<file path="src/screen_pkg.sv">
`default_nettype none

package screen_pkg;

  localparam int board_w = 160;
  localparam int board_h = 120;

  localparam int x_w = 8;
  localparam int y_w = 7;

  typedef logic [2:0] colour_t;              // One bit each for blue, green, red

  localparam colour_t colour_black = 3'b000;
  localparam colour_t colour_white = 3'b111;

  // Index 0 is player 1
  localparam colour_t [3:0] player_colour = {3'b110, 3'b100, 3'b010, 3'b001};

  typedef struct packed {
    logic [x_w-1:0] x;                       // Upper bits of the board word
    logic [y_w-1:0] y;
  } board_xy_t;

  // Same word seen as a plain count or as a coordinate pair
  typedef union packed {
    logic [x_w+y_w-1:0] flat;
    board_xy_t          xy;
  } board_pos_t;

  typedef struct packed {
    board_pos_t pos;
    colour_t    colour;
  } pixel_t;

  typedef board_pos_t [3:0] player_pos_t;    // Entry 0 is player 1

endpackage

`default_nettype wire

</file>
<file path="src/game_pkg.sv">
`default_nettype none

package game_pkg;

  // Sequencer phases, in the order a round walks through them
  typedef enum logic [3:0] {
    idle       = 4'd0,
    clear      = 4'd1,
    draw_p1    = 4'd2,
    draw_p2    = 4'd3,
    draw_p3    = 4'd4,
    draw_p4    = 4'd5,
    draw_timer = 4'd6,
    fill       = 4'd7,
    done       = 4'd8
  } phase_t;

  // Timer pixels run along the bottom row
  localparam logic [screen_pkg::y_w-1:0] timer_row = 7'd119;

  // A tick at or past this x ends the round
  localparam logic [screen_pkg::x_w-1:0] timer_end = 8'd158;

endpackage

`default_nettype wire

</file>
<file path="src/board_sweep.sv">
`default_nettype none

module board_sweep (
  input  wire logic               CLOCK_50,
  input  wire logic               rst_n,
  input  wire logic               step,
  output screen_pkg::board_pos_t  sweep_pos,
  output logic                    sweep_last
);

  import screen_pkg::*;

  localparam logic [x_w-1:0] x_last = x_w'(board_w - 1);
  localparam logic [y_w-1:0] y_last = y_w'(board_h - 1);

  board_pos_t pos;
  board_pos_t pos_next;

  assign sweep_last = (pos.xy.x == x_last) && (pos.xy.y == y_last);
  assign sweep_pos  = pos;

  // y is the fast index, x moves on when a column is done
  always_comb
  begin
    pos_next = pos;
    if (sweep_last)
    begin
      pos_next.flat = '0;                    // Back to the corner for the next sweep
    end
    else if (pos.xy.y == y_last)
    begin
      pos_next.xy.y = '0;
      pos_next.xy.x = pos.xy.x + 1'b1;
    end
    else
    begin
      pos_next.xy.y = pos.xy.y + 1'b1;
    end
  end

  always_ff @(posedge CLOCK_50 or negedge rst_n)
  begin
    if (!rst_n)
      pos.flat <= '0;
    else if (step)
      pos <= pos_next;
  end

endmodule

`default_nettype wire

</file>
<file path="src/game_control.sv">
`default_nettype none

module game_control (
  input  wire logic           CLOCK_50,
  input  wire logic           rst_n,
  input  wire logic           start,
  input  wire logic           req_ready,
  input  wire logic           sweep_last,
  input  wire logic           running,
  output game_pkg::phase_t    phase,
  output logic                req_valid,
  output logic                step,
  output logic                game_active,
  output logic                game_over
);

  import game_pkg::*;

  phase_t phase_next;
  logic   accept;
  logic   sweeping;

  assign req_valid = (phase != idle) && (phase != done);
  assign accept    = req_valid && req_ready;

  assign sweeping  = (phase == clear) || (phase == fill);
  assign step      = accept && sweeping;        // Sweep moves only on an accepted pixel

  assign game_active = (phase == draw_p1) || (phase == draw_p2) || (phase == draw_p3) ||
                       (phase == draw_p4) || (phase == draw_timer);

  assign game_over = (phase == done);

  always_comb
  begin
    phase_next = phase;
    case (phase)
      idle:
      begin
        if (start)
          phase_next = clear;
      end
      clear:
      begin
        if (accept && sweep_last)
          phase_next = draw_p1;
      end
      draw_p1:
      begin
        if (accept)
          phase_next = draw_p2;
      end
      draw_p2:
      begin
        if (accept)
          phase_next = draw_p3;
      end
      draw_p3:
      begin
        if (accept)
          phase_next = draw_p4;
      end
      draw_p4:
      begin
        if (accept)
          phase_next = draw_timer;
      end
      draw_timer:
      begin
        // Round ends once the timer has stopped
        if (accept)
          phase_next = running ? draw_p1 : fill;
      end
      fill:
      begin
        if (accept && sweep_last)
          phase_next = done;
      end
      done:       phase_next = done;       // Final until reset
      default:    phase_next = idle;
    endcase
  end

  always_ff @(posedge CLOCK_50 or negedge rst_n)
  begin
    if (!rst_n)
      phase <= idle;
    else
      phase <= phase_next;
  end

endmodule

`default_nettype wire

</file>
<file path="src/pixel_writer.sv">
`default_nettype none

module pixel_writer (
  input  wire logic                   CLOCK_50,
  input  wire logic                   rst_n,
  input  wire game_pkg::phase_t       phase,
  input  wire logic                   req_valid,
  input  wire screen_pkg::board_pos_t sweep_pos,
  input  wire logic [screen_pkg::x_w-1:0] timer_x,
  input  wire screen_pkg::player_pos_t players,
  output logic                        req_ready,
  output screen_pkg::pixel_t          pix,
  output logic                        pix_valid,
  input  wire logic                   pix_ready
);

  import screen_pkg::*;
  import game_pkg::*;

  pixel_t     pix_next;
  logic [1:0] player_idx;
  logic       load;

  assign req_ready = !pix_valid || pix_ready;   // Empty, or draining this cycle
  assign load      = req_valid && req_ready;

  always_comb
  begin
    case (phase)
      draw_p2: player_idx = 2'd1;
      draw_p3: player_idx = 2'd2;
      draw_p4: player_idx = 2'd3;
      default: player_idx = 2'd0;
    endcase
  end

  always_comb
  begin
    pix_next.pos    = sweep_pos;
    pix_next.colour = colour_black;            // Clear phase
    case (phase)
      fill:
        pix_next.colour = colour_white;
      draw_p1, draw_p2, draw_p3, draw_p4:
      begin
        pix_next.pos    = players[player_idx];
        pix_next.colour = player_colour[player_idx];
      end
      draw_timer:
      begin
        pix_next.pos.xy.x = timer_x;
        pix_next.pos.xy.y = timer_row;
        pix_next.colour   = colour_white;
      end
      default: ;
    endcase
  end

  always_ff @(posedge CLOCK_50 or negedge rst_n)
  begin
    if (!rst_n)
      pix_valid <= 1'b0;
    else if (load)
      pix_valid <= 1'b1;
    else if (pix_ready)
      pix_valid <= 1'b0;                      // Drained with nothing behind it
  end

  always_ff @(posedge CLOCK_50)
  begin
    if (load)
      pix <= pix_next;
  end

endmodule

`default_nettype wire

</file>
<file path="src/round_timer.sv">
`default_nettype none

module round_timer (
  input  wire logic                        CLOCK_50,
  input  wire logic                        rst_n,
  input  wire logic                        game_tick,
  input  wire logic                        game_active,
  output logic [screen_pkg::x_w-1:0]       timer_x,
  output logic                             running
);

  import game_pkg::*;

  logic tick_live;

  assign tick_live = game_tick && game_active;   // Ticks outside the loop are ignored

  always_ff @(posedge CLOCK_50 or negedge rst_n)
  begin
    if (!rst_n)
    begin
      timer_x <= '0;
      running <= 1'b1;
    end
    else if (tick_live)
    begin
      timer_x <= timer_x + 1'b1;
      // Sticky until the next reset
      if (timer_x >= timer_end)
        running <= 1'b0;
    end
  end

endmodule

`default_nettype wire

</file>
<file path="src/turf_wars_top.sv">
`default_nettype none

module turf_wars_top (
  input  wire logic                CLOCK_50,
  input  wire logic                rst_n,
  input  wire logic                start,
  input  wire logic                game_tick,
  input  wire screen_pkg::player_pos_t players,
  output screen_pkg::pixel_t       pix,
  output logic                     pix_valid,
  input  wire logic                pix_ready,
  output logic                     game_over
);

  import screen_pkg::*;
  import game_pkg::*;

  phase_t         phase;
  logic           req_valid;
  logic           req_ready;
  logic           step;
  logic           game_active;
  board_pos_t     sweep_pos;
  logic           sweep_last;
  logic [x_w-1:0] timer_x;
  logic           running;

  game_control i_game_control (
    .CLOCK_50    (CLOCK_50),
    .rst_n       (rst_n),
    .start       (start),
    .req_ready   (req_ready),
    .sweep_last  (sweep_last),
    .running     (running),
    .phase       (phase),
    .req_valid   (req_valid),
    .step        (step),
    .game_active (game_active),
    .game_over   (game_over)
  );

  board_sweep i_board_sweep (
    .CLOCK_50   (CLOCK_50),
    .rst_n      (rst_n),
    .step       (step),
    .sweep_pos  (sweep_pos),
    .sweep_last (sweep_last)
  );

  round_timer i_round_timer (
    .CLOCK_50    (CLOCK_50),
    .rst_n       (rst_n),
    .game_tick   (game_tick),
    .game_active (game_active),
    .timer_x     (timer_x),
    .running     (running)
  );

  // Output stage holds one pixel for the sink
  pixel_writer i_pixel_writer (
    .CLOCK_50  (CLOCK_50),
    .rst_n     (rst_n),
    .phase     (phase),
    .req_valid (req_valid),
    .sweep_pos (sweep_pos),
    .timer_x   (timer_x),
    .players   (players),
    .req_ready (req_ready),
    .pix       (pix),
    .pix_valid (pix_valid),
    .pix_ready (pix_ready)
  );

endmodule

`default_nettype wire
</file>
<file path="config.mk">
export PLATFORM = sky130hd
export DESIGN_NAME = turf_wars_top
export DESIGN_NICKNAME = d
export VERILOG_FILES = /design/src/screen_pkg.sv /design/src/game_pkg.sv /design/src/board_sweep.sv /design/src/game_control.sv /design/src/pixel_writer.sv /design/src/round_timer.sv /design/src/turf_wars_top.sv
export SDC_FILE = /design/constraint.sdc
export NUM_CORES = 1
export LEC_CHECK = 0
export BUFFER_PORTS_ARGS = -buffer_cell sky130_fd_sc_hd__buf_2
export CAP_MARGIN = 15
export CORE_ASPECT_RATIO = 0.75
export CORE_MARGIN = 2
export CORE_UTILIZATION = 40
export CTS_BUF_LIST = sky130_fd_sc_hd__clkbuf_4 sky130_fd_sc_hd__clkbuf_8
export CTS_CLUSTER_SIZE = 20
export DETAILED_ROUTE_END_ITERATION = 12
export PLACE_DENSITY = 0.77
export SYNTH_ARGS = -nofsm -noshare
export SYNTH_HDL_FRONTEND = slang
export SYNTH_SLANG_ARGS = --single-unit
</file>
<file path="constraint.sdc">
create_clock -name CLOCK_50 -period 2 [get_ports CLOCK_50]
set_input_delay 0.2 -clock CLOCK_50 [delete_from_list [all_inputs] [get_ports CLOCK_50]]
set_output_delay 0.2 -clock CLOCK_50 [all_outputs]
set_load 0.01 [all_outputs]
</file>
==> results_dict.tcl <==
set metrics [dict create \
    totalPowerFinal_uw 2950 \
    hp-class "in2reg" \
    htree_num_levels 2 \
    syn-cell-area_um2 2680 \
    area_growth_syn_to_layout_pct 26.1 \
    synth.lib_cells_used.distinct 46 \
    synth.avg_cell_area_um2 10.7 \
    floorplan.die.height_um 74.9 \
    critical_path_arrival_ns 2.12 \
    clock_tree_buf_depth 2 \
    net_switching_power_of_the_design_uw 905 \
    numPlacedInstances 419 \
    synth.largest_area_cell "sky130_fd_sc_hd__dfrtp_1" \
    diodes 0 \
    met3_routing_resource_usage_after_global_routing_pct 3.90 \
    share_of_synthesized_cell_area_in_full_adder_half_adder_and_majority_cells_pct 1.86 \
    firstDrtPassIters 5 \
    clock_power_share_pct 24.1 \
    port_buffers 84 \
    design.die.area_um2 7390 \
    yosysSeqAreaShare_pct 47.2 \
    remaining_drc_errors 0 \
    maximum_number_of_pins_on_one_net_before_global_route_repair 30 \
    crit_type "reg2reg" \
    synth_simple_gate_area_share_pct 15.2 \
    combinationalPowerShare_pct 31.2 \
    number_of_core_rows 25 \
    synth_common_cells "33 x sky130_fd_sc_hd__mux2i_1, 28 x sky130_fd_sc_hd__dfrtp_1, 26 x sky130_fd_sc_hd__nand2_1" \
    cts-root-buf "sky130_fd_sc_hd__clkbuf_8" \
    synthArstFlopShare_pct 61.7 \
    worst_setup_path_start_kind "flip-flop" \
    final_core_utilization_pct 53.0 \
    global_route.usage.total_pct 18.9 \
    nNetsFinal 415 \
    floorplan.core_area_um2 6380 \
    synth_seq_cells 47 \
    fin_cells 428 \
    netSwitchingFraction_pct 30.7 \
    power_leakage_uw 0.00168 \
    post_route_cells_drive_above_1_share_pct 33.4 \
    clock_sinks 47 \
    worst_setup_path_end_kind "flip-flop" \
    setup_tns_ns 0 \
    effective_utilization_at_floorplan_pct 42.1 \
    tightestPinTransition_ns 0.863 \
    grt_pass1_wl_um 10900 \
    synth_top_flop_cell "sky130_fd_sc_hd__dfrtp_1" \
    routabilityCongestion 0.929 \
    power.share.sequential_pct 44.6 \
    vias_in_the_first_global_route 2184 \
    netlist_instances 252 \
    slew_headroom_pct 42.1 \
    final_max_slew_viol_count 0 \
    internal_power_uw 2040 \
    via_per_inst 5.51 \
    grt-ovfl-total 0 \
    synth_compound_area_share_pct 16.0 \
    tritoncts "yes" \
    antenna_found_initial 0 \
    post-route-period-util_pct 95.4 \
    reg2regPathDepth 6 \
    drt_wl_total_um 6790 \
    hold_viol_final 0 \
    min_path_cells 3 \
    vdd_ir_drop_max_mv 0.319 \
    setup_violations 0 \
    status "complete, no violations" \
    fmax_mhz 524 \
    crit_fanout 5 \
    total_nets_after_synthesis 321 \
    synth_xor_xnor_area_share_pct 3.59 \
    synth_top_family_by_area "compound AO/OA/AOI/OAI gates" \
    detail-route-antenna-nets 0 \
    busiest_layer "met2" \
    route.vias.total 2357 \
    synth_top_cell_area_share_pct 26.1 \
    use_met1_pct 26.9 \
    cap_viol_max_count 0 \
    post_drt_wl_per_cell_um 15.9 \
    count_leader_synth "sky130_fd_sc_hd__mux2i_1" \
    synth_area_leaders "sky130_fd_sc_hd__dfrtp_1 26%, sky130_fd_sc_hd__edfxtp_1 20%, sky130_fd_sc_hd__mux2i_1 12%" \
    floorplan.io_pins 85 \
    drt_first_iter_violations 163 \
    met2_usage_pct 29.7 \
    clk_transition_reported_paths_ns 0.09 \
    muxShareOfSynthArea_pct 12.7 \
    required_ns 2.21 \
    total_power_density_per_cell_area_nw_per_um2 871 \
    synth-warning-count 0 \
    period_minus_slack_ns 1.91 \
    synth_edf_count 18 \
    die_boundary_width_um 98.6 \
    clock_latency_ns 0.30 \
    whs_ns 0.219 \
    cts_inserted_buffers 5 \
    final.setup_skew_ns 0.0135 \
    detailed_place_hpwl_um 5160 \
]
path summary, 6_finish.rpt:
path | start | endpoint | slack (ns)
worst max-delay path | i_board_sweep.sweep_pos[7]$_DFFE_PN0P_ | i_game_control.phase[1]$_DFFE_PN0P_ | 0.09
worst min-delay path | pix_ready | i_pixel_writer.pix_valid$_DFFE_PN0P_ | 0.22
worst max register to register | i_board_sweep.sweep_pos[7]$_DFFE_PN0P_ | i_game_control.phase[1]$_DFFE_PN0P_ | 0.09
worst min register to register | i_round_timer.running$_DFFE_PN1P_ | i_round_timer.running$_DFFE_PN1P_ | 0.45
max in group asynchronous | rst_n | i_game_control.phase[0]$_DFFE_PN0P_ | 1.06
min in group asynchronous | rst_n | i_board_sweep.sweep_pos[13]$_DFFE_PN0P_ | 0.46
cell families (layout without fill, tap and decap cells):
kind of cell               after synthesis  count (layout)
DFF                                     47              47
xor gates and xnor gates                11              11
muxes                                   34              34
buffers and inverters                   18             113
AOI/OAI and AO/OA                       62              62
and+or+nand+nor                         76              76
adders and majority gates                4               4
final cells by class:
type	instances	area, um2
clock buffer	7	83.8
clock inverter	1	30.0
fill	585	3000
inverter	5	18.8
multi-input combinational	187	1340
sequential	47	1270
tap	81	101
timing repair buffer	100	543
power by group through the flow:
stage / Sequential, uW / Clock [uW] / Combinational (uW)
CTS: 1310 / 716 / 923
finish: 1320 / 711 / 921
floorplan: 1350 / 0 / 547
detailed placement: 1330 / 0 / 921
global route: 1330 / 753 / 999
global placement: 1320 / 0 / 901
repair_timing:
item,4_1_cts,5_1_grt
hold buffers,1,0
hold endpoints to repair,28,0
buffers inserted,0,0
setup endpoints to repair,0,3
gates resized for setup,0,2
state kept, by name (all words and copies together) (netlist names):
name                      flops
i_game_control.phase          4
i_pixel_writer.pix_valid      1
i_board_sweep.sweep_pos      15
i_round_timer.running         1
i_pixel_writer.pix           18
i_round_timer.timer_x         8
per-stage QoR:
step	setup WS [ns]	cell area, um2
finish	0.0924	3380
global route	-0.00177	3380
CTS	0.0718	3380
detailed placement	0.0807	3250
global placement	0.142	3250
floorplan	0.0203	2690
metal layers:
layer | wire length, um | share of wire [%] | up-vias
li1 | - | - | 1147
met3 | 465 | 6.8 | 7
met4 | 82 | 1.2 | 0
met2 | 3180 | 47 | 75
met1 | 3070 | 45 | 1128
met5 | 0 | 0 | -
worst max-delay path: stages (launching register included):
cell	delay, ns
sky130_fd_sc_hd__dfrtp_1	0.42
sky130_fd_sc_hd__ha_1	0.23
sky130_fd_sc_hd__nand4b_1	0.17
sky130_fd_sc_hd__nor2_1	0.33
sky130_fd_sc_hd__a21oi_1	0.14
sky130_fd_sc_hd__or3_1	0.33
sky130_fd_sc_hd__a21oi_1	0.19
cells in the final DEF, fill, tap and decap left out, types with 2 or more instances in the layout:
master	synthesis	final
sky130_fd_sc_hd__a21o_1	2	2
sky130_fd_sc_hd__a21oi_1	9	9
sky130_fd_sc_hd__a221o_1	7	7
sky130_fd_sc_hd__a22oi_1	6	6
sky130_fd_sc_hd__a31oi_1	3	3
sky130_fd_sc_hd__and2_1	4	4
sky130_fd_sc_hd__buf_2	3	84
sky130_fd_sc_hd__buf_4	1	15
sky130_fd_sc_hd__clkbuf_4	0	2
sky130_fd_sc_hd__clkbuf_8	0	5
sky130_fd_sc_hd__dfrtp_1	28	27
sky130_fd_sc_hd__edfxtp_1	18	18
sky130_fd_sc_hd__ha_1	4	4
sky130_fd_sc_hd__inv_1	5	5
sky130_fd_sc_hd__mux2i_1	33	33
sky130_fd_sc_hd__nand2_1	26	26
sky130_fd_sc_hd__nand2_2	2	2
sky130_fd_sc_hd__nand2b_1	2	2
sky130_fd_sc_hd__nand3_1	4	4
sky130_fd_sc_hd__nand4_1	9	9
sky130_fd_sc_hd__nor2_1	8	8
sky130_fd_sc_hd__nor2b_1	5	5
sky130_fd_sc_hd__nor3_1	7	6
sky130_fd_sc_hd__o21ai_0	14	14
sky130_fd_sc_hd__o22a_1	6	6
sky130_fd_sc_hd__o22ai_1	8	8
sky130_fd_sc_hd__o31ai_1	2	2
sky130_fd_sc_hd__xnor2_1	10	10
No activity file was read; power rests on OpenSTA's default activity.
